## src/design/wb_mem_pkg.sv

```systemverilog
package wb_mem_pkg;

  // wishbone data width
  // the 16-bit sram split below is only written for 32
  localparam int XLEN = 32;

  // access size, decoded from the byte selects of a request
  typedef enum logic [1:0] {
    BYTE = 2'd0,  // one lane
    HALF = 2'd1,  // lanes 1:0 or 3:2
    WORD = 2'd2   // all four lanes, two sram cycles
  } req_size_e;

  // register page indices, low two bits of the page address
  localparam logic [1:0] REG_SCRATCH  = 2'd0; // read/write
  localparam logic [1:0] REG_XFER_CNT = 2'd1; // sram acks seen, read only
  localparam logic [1:0] REG_ERR_CNT  = 2'd2; // err responses, read only
  localparam logic [1:0] REG_ID       = 2'd3; // fixed identity, read only

  // identity word returned from REG_ID
  localparam logic [XLEN-1:0] MEM_ID = 32'h5753_3136;

endpackage
```

## src/design/wb_mem_top.sv

```systemverilog
`timescale 1ns/10ps

module wb_mem_top #(
  parameter int ADDR_BITS = 17  // sram byte address width
) (
  input  logic                        clk_i,
  input  logic                        rst_i,
  // wishbone master port
  input  logic                        cyc_i,
  input  logic                        stb_i,
  input  logic                        we_i,
  input  logic [ADDR_BITS-2:0]        adr_i,
  input  logic [3:0]                  sel_i,
  input  logic [wb_mem_pkg::XLEN-1:0] dat_i,
  output logic [wb_mem_pkg::XLEN-1:0] dat_o,
  output logic                        ack_o,
  output logic                        err_o,
  // sram pins, active low strobes
  output logic [ADDR_BITS-2:0]        sram_addr_o,
  output logic [15:0]                 sram_dat_o,
  input  logic [15:0]                 sram_dat_i,
  output logic                        sram_we_n_o,
  output logic                        sram_oe_n_o,
  output logic                        sram_lb_n_o,
  output logic                        sram_ub_n_o
);

  logic                        slv_we;
  logic [3:0]                  slv_sel;
  logic [wb_mem_pkg::XLEN-1:0] slv_wdat;

  logic                        brg_stb;
  logic [ADDR_BITS-3:0]        brg_adr;
  logic [wb_mem_pkg::XLEN-1:0] brg_rdat;
  logic                        brg_ack;
  logic                        brg_err;

  logic                        reg_stb;
  logic [1:0]                  reg_adr;
  logic [wb_mem_pkg::XLEN-1:0] reg_rdat;
  logic                        reg_ack;
  logic                        reg_err;

  logic                        ev_xfer;
  logic                        ev_err;

  wb_mem_decode #(
    .ADDR_BITS (ADDR_BITS)
  ) i_wb_mem_decode (
    .clk_i      (clk_i),
    .rst_i      (rst_i),
    .cyc_i      (cyc_i),
    .stb_i      (stb_i),
    .we_i       (we_i),
    .adr_i      (adr_i),
    .sel_i      (sel_i),
    .dat_i      (dat_i),
    .dat_o      (dat_o),
    .ack_o      (ack_o),
    .err_o      (err_o),
    .slv_we_o   (slv_we),
    .slv_sel_o  (slv_sel),
    .slv_dat_o  (slv_wdat),
    .sram_stb_o (brg_stb),
    .sram_adr_o (brg_adr),
    .sram_dat_i (brg_rdat),
    .sram_ack_i (brg_ack),
    .sram_err_i (brg_err),
    .reg_stb_o  (reg_stb),
    .reg_adr_o  (reg_adr),
    .reg_dat_i  (reg_rdat),
    .reg_ack_i  (reg_ack),
    .reg_err_i  (reg_err),
    .ev_xfer_o  (ev_xfer),
    .ev_err_o   (ev_err)
  );

  wb_sram16 #(
    .ADDR_BITS (ADDR_BITS)
  ) i_wb_sram16 (
    .clk_i       (clk_i),
    .rst_i       (rst_i),
    .stb_i       (brg_stb),
    .we_i        (slv_we),
    .adr_i       (brg_adr),
    .sel_i       (slv_sel),
    .dat_i       (slv_wdat),
    .dat_o       (brg_rdat),
    .ack_o       (brg_ack),
    .err_o       (brg_err),
    .sram_addr_o (sram_addr_o),
    .sram_dat_o  (sram_dat_o),
    .sram_dat_i  (sram_dat_i),
    .sram_we_n_o (sram_we_n_o),
    .sram_oe_n_o (sram_oe_n_o),
    .sram_lb_n_o (sram_lb_n_o),
    .sram_ub_n_o (sram_ub_n_o)
  );

  wb_mem_regs i_wb_mem_regs (
    .clk_i     (clk_i),
    .rst_i     (rst_i),
    .stb_i     (reg_stb),
    .we_i      (slv_we),
    .adr_i     (reg_adr),
    .sel_i     (slv_sel),
    .dat_i     (slv_wdat),
    .dat_o     (reg_rdat),
    .ack_o     (reg_ack),
    .err_o     (reg_err),
    .ev_xfer_i (ev_xfer),
    .ev_err_i  (ev_err)
  );

endmodule

```

## src/design/wb_mem_regs.sv

```systemverilog
`timescale 1ns/10ps

module wb_mem_regs (
  input  logic                        clk_i,
  input  logic                        rst_i,
  input  logic                        stb_i,
  input  logic                        we_i,
  input  logic [1:0]                  adr_i,
  input  logic [3:0]                  sel_i,
  input  logic [wb_mem_pkg::XLEN-1:0] dat_i,
  output logic [wb_mem_pkg::XLEN-1:0] dat_o,
  output logic                        ack_o,
  output logic                        err_o,
  input  logic                        ev_xfer_i,  // one pulse per sram ack
  input  logic                        ev_err_i    // one pulse per err response
);

  logic [wb_mem_pkg::XLEN-1:0] scratch;
  logic [wb_mem_pkg::XLEN-1:0] xfer_cnt;
  logic [wb_mem_pkg::XLEN-1:0] err_cnt;
  logic [wb_mem_pkg::XLEN-1:0] rd_data;
  logic                        start;
  logic                        bad;

  assign start = stb_i & ~ack_o & ~err_o;

  // full words only, and only scratch is writable
  assign bad = (sel_i != 4'b1111) | (we_i & (adr_i != wb_mem_pkg::REG_SCRATCH));

  always_comb begin
    case (adr_i)
      wb_mem_pkg::REG_SCRATCH:  rd_data = scratch;
      wb_mem_pkg::REG_XFER_CNT: rd_data = xfer_cnt;
      wb_mem_pkg::REG_ERR_CNT:  rd_data = err_cnt;
      default:                  rd_data = wb_mem_pkg::MEM_ID;
    endcase
  end

  always_ff @(posedge clk_i) begin
    if (rst_i) begin
      ack_o   <= 1'b0;
      err_o   <= 1'b0;
      scratch <= '0;
    end else begin
      ack_o <= start & ~bad;
      err_o <= start & bad;
      if (start && !bad && we_i) begin
        scratch <= dat_i;
      end
    end
  end

  // event counters, wrap silently
  always_ff @(posedge clk_i) begin
    if (rst_i) begin
      xfer_cnt <= '0;
      err_cnt  <= '0;
    end else begin
      if (ev_xfer_i) begin
        xfer_cnt <= xfer_cnt + 1'b1;
      end
      if (ev_err_i) begin
        err_cnt <= err_cnt + 1'b1;
      end
    end
  end

  // read data captured with the request, held through the ack cycle
  always_ff @(posedge clk_i) begin
    if (start && !bad && !we_i) begin
      dat_o <= rd_data;
    end
  end

endmodule

```

## src/design/wb_mem_decode.sv

```systemverilog
`timescale 1ns/10ps

module wb_mem_decode #(
  parameter int ADDR_BITS = 17
) (
  input  logic                        clk_i,
  input  logic                        rst_i,
  // master side
  input  logic                        cyc_i,
  input  logic                        stb_i,
  input  logic                        we_i,
  input  logic [ADDR_BITS-2:0]        adr_i,      // word address
  input  logic [3:0]                  sel_i,
  input  logic [wb_mem_pkg::XLEN-1:0] dat_i,
  output logic [wb_mem_pkg::XLEN-1:0] dat_o,
  output logic                        ack_o,
  output logic                        err_o,
  // shared request lines to both slaves
  output logic                        slv_we_o,
  output logic [3:0]                  slv_sel_o,
  output logic [wb_mem_pkg::XLEN-1:0] slv_dat_o,
  // sram bridge
  output logic                        sram_stb_o,
  output logic [ADDR_BITS-3:0]        sram_adr_o,
  input  logic [wb_mem_pkg::XLEN-1:0] sram_dat_i,
  input  logic                        sram_ack_i,
  input  logic                        sram_err_i,
  // register page
  output logic                        reg_stb_o,
  output logic [1:0]                  reg_adr_o,
  input  logic [wb_mem_pkg::XLEN-1:0] reg_dat_i,
  input  logic                        reg_ack_i,
  input  logic                        reg_err_i,
  // events for the counters
  output logic                        ev_xfer_o,
  output logic                        ev_err_o
);

  logic req;
  logic in_sram;
  logic in_regs;
  logic unmapped;
  logic unmap_err;   // decoder's own error response

  assign req = cyc_i & stb_i;

  // top bit clear is sram, top bit set is the register page
  assign in_sram  = ~adr_i[ADDR_BITS-2];
  assign in_regs  = adr_i[ADDR_BITS-2] & (adr_i[ADDR_BITS-3:2] == '0);
  assign unmapped = ~in_sram & ~in_regs;

  assign sram_stb_o = req & in_sram;
  assign reg_stb_o  = req & in_regs;
  assign sram_adr_o = adr_i[ADDR_BITS-3:0];
  assign reg_adr_o  = adr_i[1:0];
  assign slv_we_o   = we_i;
  assign slv_sel_o  = sel_i;
  assign slv_dat_o  = dat_i;

  // one err pulse per unmapped request, the master still holds stb
  // during the pulse
  always_ff @(posedge clk_i) begin
    if (rst_i) begin
      unmap_err <= 1'b0;
    end else begin
      unmap_err <= req & unmapped & ~unmap_err;
    end
  end

  // read data from whichever slave the address points at
  always_comb begin
    if (in_sram) begin
      dat_o = sram_dat_i;
    end else if (in_regs) begin
      dat_o = reg_dat_i;
    end else begin
      dat_o = '0;
    end
  end

  // only the addressed slave can respond, so the responses just merge
  assign ack_o = sram_ack_i | reg_ack_i;
  assign err_o = sram_err_i | reg_err_i | unmap_err;

  assign ev_xfer_o = sram_ack_i;
  assign ev_err_o  = err_o;

endmodule

```

## src/design/wb_sram16.sv

```systemverilog
`timescale 1ns/10ps

module wb_sram16 #(
  parameter int ADDR_BITS = 17
) (
  input  logic                        clk_i,
  input  logic                        rst_i,
  input  logic                        stb_i,
  input  logic                        we_i,
  input  logic [ADDR_BITS-3:0]        adr_i,       // word address
  input  logic [3:0]                  sel_i,
  input  logic [wb_mem_pkg::XLEN-1:0] dat_i,
  output logic [wb_mem_pkg::XLEN-1:0] dat_o,
  output logic                        ack_o,
  output logic                        err_o,
  output logic [ADDR_BITS-2:0]        sram_addr_o, // halfword address
  output logic [15:0]                 sram_dat_o,
  input  logic [15:0]                 sram_dat_i,
  output logic                        sram_we_n_o,
  output logic                        sram_oe_n_o,
  output logic                        sram_lb_n_o,
  output logic                        sram_ub_n_o
);

  wb_mem_pkg::req_size_e size;
  logic                        illegal;
  logic                        start;
  logic                        phase_hi;  // high halfword of a word still to go
  logic                        hi_half;   // byte or halfword sits in the upper halfword
  logic [1:0]                  byte_idx;
  logic [7:0]                  wr_byte;
  logic [15:0]                 wr_half;
  logic [15:0]                 lo_hold;   // low halfword of a word read
  logic [wb_mem_pkg::XLEN-1:0] lane_mask;

  // classify the byte selects
  always_comb begin
    illegal = 1'b0;
    case (sel_i)
      4'b0001, 4'b0010, 4'b0100, 4'b1000: size = wb_mem_pkg::BYTE;
      4'b0011, 4'b1100:                   size = wb_mem_pkg::HALF;
      4'b1111:                            size = wb_mem_pkg::WORD;
      default: begin
        // scattered lanes or no lanes at all
        size    = wb_mem_pkg::BYTE;
        illegal = 1'b1;
      end
    endcase
  end

  // a new request is taken only when idle and not answering the last one
  assign start = stb_i & ~ack_o & ~err_o & ~phase_hi;

  assign hi_half  = (size != wb_mem_pkg::WORD) & (sel_i[3] | sel_i[2]);
  assign byte_idx = {sel_i[3] | sel_i[2], sel_i[3] | sel_i[1]}; // one-hot to index
  assign wr_byte  = dat_i[{byte_idx, 3'b000} +: 8];

  // halfword put on the sram bus for the first (or only) phase
  always_comb begin
    case (size)
      wb_mem_pkg::BYTE: wr_half = {2{wr_byte}};  // lb/ub pick the lane
      wb_mem_pkg::HALF: wr_half = hi_half ? dat_i[31:16] : dat_i[15:0];
      default:          wr_half = dat_i[15:0];   // word, low halfword first
    endcase
  end

  assign lane_mask = {{8{sel_i[3]}}, {8{sel_i[2]}}, {8{sel_i[1]}}, {8{sel_i[0]}}};

  // read data is valid in the ack cycle, straight from the sram bus.
  // a halfword sits at its own lanes when repeated across both halves,
  // and so does a byte once the unselected lanes are masked off
  always_comb begin
    if (size == wb_mem_pkg::WORD) begin
      dat_o = {sram_dat_i, lo_hold};
    end else begin
      dat_o = {2{sram_dat_i}} & lane_mask;
    end
  end

  // control and strobes
  always_ff @(posedge clk_i) begin
    if (rst_i) begin
      ack_o       <= 1'b0;
      err_o       <= 1'b0;
      phase_hi    <= 1'b0;
      sram_we_n_o <= 1'b1;
      sram_oe_n_o <= 1'b1;
    end else if (phase_hi) begin
      // second halfword of a word, ack goes out with it
      phase_hi    <= 1'b0;
      ack_o       <= 1'b1;
      err_o       <= 1'b0;
      sram_we_n_o <= ~we_i;
      sram_oe_n_o <= we_i;
    end else if (start && !illegal) begin
      phase_hi    <= (size == wb_mem_pkg::WORD);
      ack_o       <= (size != wb_mem_pkg::WORD);
      err_o       <= 1'b0;
      sram_we_n_o <= ~we_i;
      sram_oe_n_o <= we_i;
    end else begin
      ack_o       <= 1'b0;
      err_o       <= start & illegal; // bad sel, no sram cycle
      sram_we_n_o <= 1'b1;
      sram_oe_n_o <= 1'b1;
    end
  end

  // address, data and lane enables for each phase
  always_ff @(posedge clk_i) begin
    if (phase_hi) begin
      sram_addr_o[0] <= 1'b1;          // upper halfword of the word
      sram_dat_o     <= dat_i[31:16];
      if (!we_i) begin
        lo_hold <= sram_dat_i;         // low phase data still on the bus
      end
    end else if (start) begin
      sram_addr_o <= {adr_i, hi_half};
      sram_dat_o  <= wr_half;
      sram_lb_n_o <= ~(sel_i[0] | sel_i[2]);
      sram_ub_n_o <= ~(sel_i[1] | sel_i[3]);
    end
  end

endmodule

```

## config.mk

```make
export PLATFORM = sky130hd
export DESIGN_NAME = wb_mem_top
export DESIGN_NICKNAME = d
export VERILOG_FILES = /design/src/design/wb_mem_pkg.sv /design/src/design/wb_mem_top.sv /design/src/design/wb_mem_regs.sv /design/src/design/wb_mem_decode.sv /design/src/design/wb_sram16.sv
export SDC_FILE = /design/constraint.sdc
export NUM_CORES = 1
export LEC_CHECK = 0
export BUFFER_PORTS_ARGS = -buffer_cell sky130_fd_sc_hd__buf_4
export CAP_MARGIN = 20
export CORE_UTILIZATION = 51
export CTS_BUF_LIST = sky130_fd_sc_hd__clkbuf_16
export DETAILED_ROUTE_END_ITERATION = 6
export GPL_TIMING_DRIVEN = 0
export PLACE_DENSITY = 0.82
export SYNTH_ARGS = -nofsm -noshare
export SYNTH_HDL_FRONTEND = slang
export SYNTH_SLANG_ARGS = --single-unit
```

## constraint.sdc

```tcl
create_clock -name clk_i -period 4.6 [get_ports clk_i]
set_clock_uncertainty 0.15 [all_clocks]
set_input_delay 1.38 -clock clk_i [delete_from_list [all_inputs] [get_ports clk_i]]
set_output_delay 1.38 -clock clk_i [all_outputs]
set_load 0.005 [all_outputs]
```

==> impl_metrics.csv <==
group,metric,value,unit
power_and_ir_drop,ir_drop,0.301,mV
synthesis,synth-main-ff-cell,"dfxtp_1",
place,gp_congestion,0.924,
worst_setup_path,critical_path_class,"in -> out",
detailed_routing,drt-total-wl,24.8,mm
detailed_routing,drt_first_pass_iters,6,
synthesis,synth-seq-cells,186,
synthesis,yosys-top-cells-area,"edfxtp_1, dfxtp_1, mux2i_1, nor2_1, xnor2_1",
cts,cts_hold_buffers,0,
synthesis,synth-async-reset-ratio,0,%
detailed_routing,postRouteAntennaNets,0,
global_route,grt_pass1_wl,38.2,mm
global_route,grt_usage,28.3,%
place,dp.final_hpwl,18.5,mm
worst_setup_path,cp_max_fo,10,
place,numPortBuffers,141,
floorplan,rows,47,
synthesis,yosysUniqueCellTypes,50,
global_route,grt_pass1_vias,7020,
sta,timing.fmax,217,MHz
synthesis,synth_edf_count,81,
synthesis,synth_top_area_share,27.9,%
outcome,status,"finished with violations",
sta,layout_setup_ws,-5.15,ps
cts,cts_tree,"built",
outcome,violations,"negative setup slack",
synthesis,synth.avg_cell_area,10.1,um2
sta,holdWs,338,ps
floorplan,dieArea,0.0176,mm2
floorplan,initial_utilization,52.4,%
sta,slew-limit-headroom,48.0,%
global_route,grt_overflow,0,
sta,hold_viol,0,
cts,cts.clk_slew.worst_paths,60,ps
sta,timing.final.max_slew_violations,0,
cts,clock_sinks,186,
power_and_ir_drop,leakagePower,4.16,nW
floorplan,num_io_pins,143,
worst_setup_path,cp-start-kind,"input pin",
worst_hold_path,whs_path_depth,2,
synthesis,syn_inst,862,
synthesis,yosysMostFrequentCell,"dfxtp_1",
synthesis,synth_top_cells_by_count,"dfxtp_1, nor2_1, edfxtp_1",
worst_setup_path,crit_top_cell,"buf_4",
cts,cts_max_path_buffers,2,
layout,antenna_cells,0,
worst_setup_path,max_stage_delay,410,ps
floorplan,die_h,133,um
flow_run,maxCapViolCount,0,
global_route,grt_antenna_before_repair,1,
floorplan,core_area,0.0166,mm2
layout,fin_nets,1102,
synthesis,yosys_warnings,0,
synthesis,synth_area,0.00872,mm2
detailed_routing,drt_iter0_markers,1000,
detailed_routing,routed_via_density,6.04,
synthesis,yosysTopAreaCell,"edfxtp_1",
cts,cts_buffers,17,
cts,cts_root_buf,"clkbuf_16",
synthesis,ys_seq_area_share,52.0,%
worst_setup_path,worstPathCellList,"buf_4 -> nor4_2 -> nand4_1 -> nor2_4 -> buf_2 -> nand2_1 -> o21ai_0 -> buf_4",
detailed_routing,num_vias,7614,
layout,drive_above_1_share,22.0,%
worst_setup_path,worstSetupEndpointType,"primary output",
detailed_routing,wire_per_inst,19.7,um
place,dp_cells,1226,
sta,rsz0062_at_grt,"yes",
worst_setup_path,crit_slowest_cell,"nor4_2",
layout,final_cells,1260,
sta,fin_crit,4610,ps
cts,clock_latency,440,ps
floorplan,die_x,133,um
power_and_ir_drop,p_per_area,323,mW/mm2
detailed_routing,drc,0,
sta,setup-violations-final,1,
worst_hold_path,hold_path_class,"reg -> reg",
worst_setup_path,cp.required,3070,ps
cts,htreeDepth,4,
synthesis,synth_nets,937,
global_route,grt_max_degree,21,
sta,worst_pin_slew,776,ps
worst_setup_path,crit_arrival,3080,ps
layout,areaGrowthSynthToFinish,22.9,%
sta,final.period_utilization,100,%
worst_setup_path,ff2ff_path_depth,5,
[critical path: cells and delay by family]
family                 cells  cell delay [ps]
AND/OR/NAND/NOR            4             1080
buffers and inverters      3              520
AO/OA/AOI/OAI              1              100
[power breakdown]
part | leakage (nW) | internal, mW | total [mW] | switching [mW]
sequential | 1.58 | 1.74 | 1.75 | 0.00553
clock | 0.292 | 0.782 | 1.38 | 0.600
combinational | 2.30 | 0.152 | 0.330 | 0.178
total | 4.16 | 2.67 | 3.46 | 0.783
[cell families after synthesis]
logic type | count (synthesis) | synth area share [%]
AND/OR/NAND/NOR | 304 | 17.1
buffers and inverters | 68 | 3.30
flip-flops | 186 | 52.0
AO/OA/AOI/OAI | 185 | 14.2
XOR/XNOR | 45 | 4.52
adder cells (fa/ha/maj) | 2 | 0.287
multiplexers | 72 | 8.56
[cell type report]
| class | instances | area [um2] |
|---|---|---|
| flip-flops and latches | 186 | 4530 |
| clock inverters | 15 | 121 |
| multi-input cells | 608 | 3930 |
| well taps | 220 | 275 |
| fillers | 1303 | 5930 |
| clock buffers | 17 | 425 |
| plain buffers | 55 | 250 |
| repair buffers | 148 | 1130 |
| inverters | 11 | 41.3 |
[final timing paths]
| path | startpoint | slack [ps] | end |
|---|---|---|---|
| hold reg to reg | i_wb_mem_regs.xfer_cnt[31]$_SDFFE_PP0P_ | 340 | i_wb_mem_regs.xfer_cnt[31]$_SDFFE_PP0P_ |
| setup / recovery | adr_i[9] | -5 | dat_o[2] |
| setup reg to reg | i_wb_sram16.phase_hi$_SDFF_PP0_ | 2040 | i_wb_sram16.lo_hold[13]$_DFFE_PP_ |
| hold / removal | i_wb_mem_regs.xfer_cnt[31]$_SDFFE_PP0P_ | 340 | i_wb_mem_regs.xfer_cnt[31]$_SDFFE_PP0P_ |
[per-layer routing]
metal	wire length [um]	global-route usage, %
met1	9840	36.0
met2	11700	45.5
met3	2280	6.32
met4	1010	14.2
met5	0	0
[layout by cell type, fill, tap and decap left out, types with 11 or more instances in the layout]
| cell type | count |
|---|---|
| buf_4 | 147 |
| dfxtp_1 | 105 |
| nor2_1 | 93 |
| edfxtp_1 | 81 |
| nand2_1 | 64 |
| o21ai_0 | 53 |
| mux2i_1 | 52 |
| a21oi_1 | 49 |
| clkbuf_1 | 37 |
| xnor2_1 | 34 |
| o22a_1 | 23 |
| nand3_1 | 22 |
| or3_1 | 20 |
| mux2_2 | 20 |
| nor3_1 | 19 |
| and3_1 | 18 |
| clkbuf_16 | 17 |
| inv_1 | 16 |
| a22o_1 | 16 |
| nand4_1 | 12 |
| o221a_2 | 12 |
| nor4_1 | 12 |
| xor2_1 | 11 |
[metrics by stage]
step	instance area (um2)	total power, mW	util (%)	TNS, ps	setup slack [ps]
finish	10700	3.46	64.4	-5.15	-5.15
global route	10700	3.55	64.4	-2080	-133
CTS	10700	3.45	64.1	0	35.2
detailed placement	10100	2.10	60.7	-7830	-366
global placement	10000	2.09	60.4	-25300	-652
floorplan	8720	1.94	-	0	220
[repair_timing]
| item | CTS | global route |
|---|---|---|
| buffers inserted | 0 | 3 |
| endpoints found under the setup margin | 30 | 28 |
| gates resized for setup | 12 | 5 |
| pin swaps | 0 | 2 |
[flip-flops by register name (all words and copies together), names as in the netlist, 16 cells and up]
signal,cells
i_wb_sram16.sram_addr_o,16
i_wb_sram16.sram_dat_o,16
i_wb_mem_regs.err_cnt,32
i_wb_mem_regs.dat_o,32
i_wb_mem_regs.xfer_cnt,32
i_wb_mem_regs.scratch,32
i_wb_sram16.lo_hold,16
Note: power is estimated with default switching activity, not from simulation.
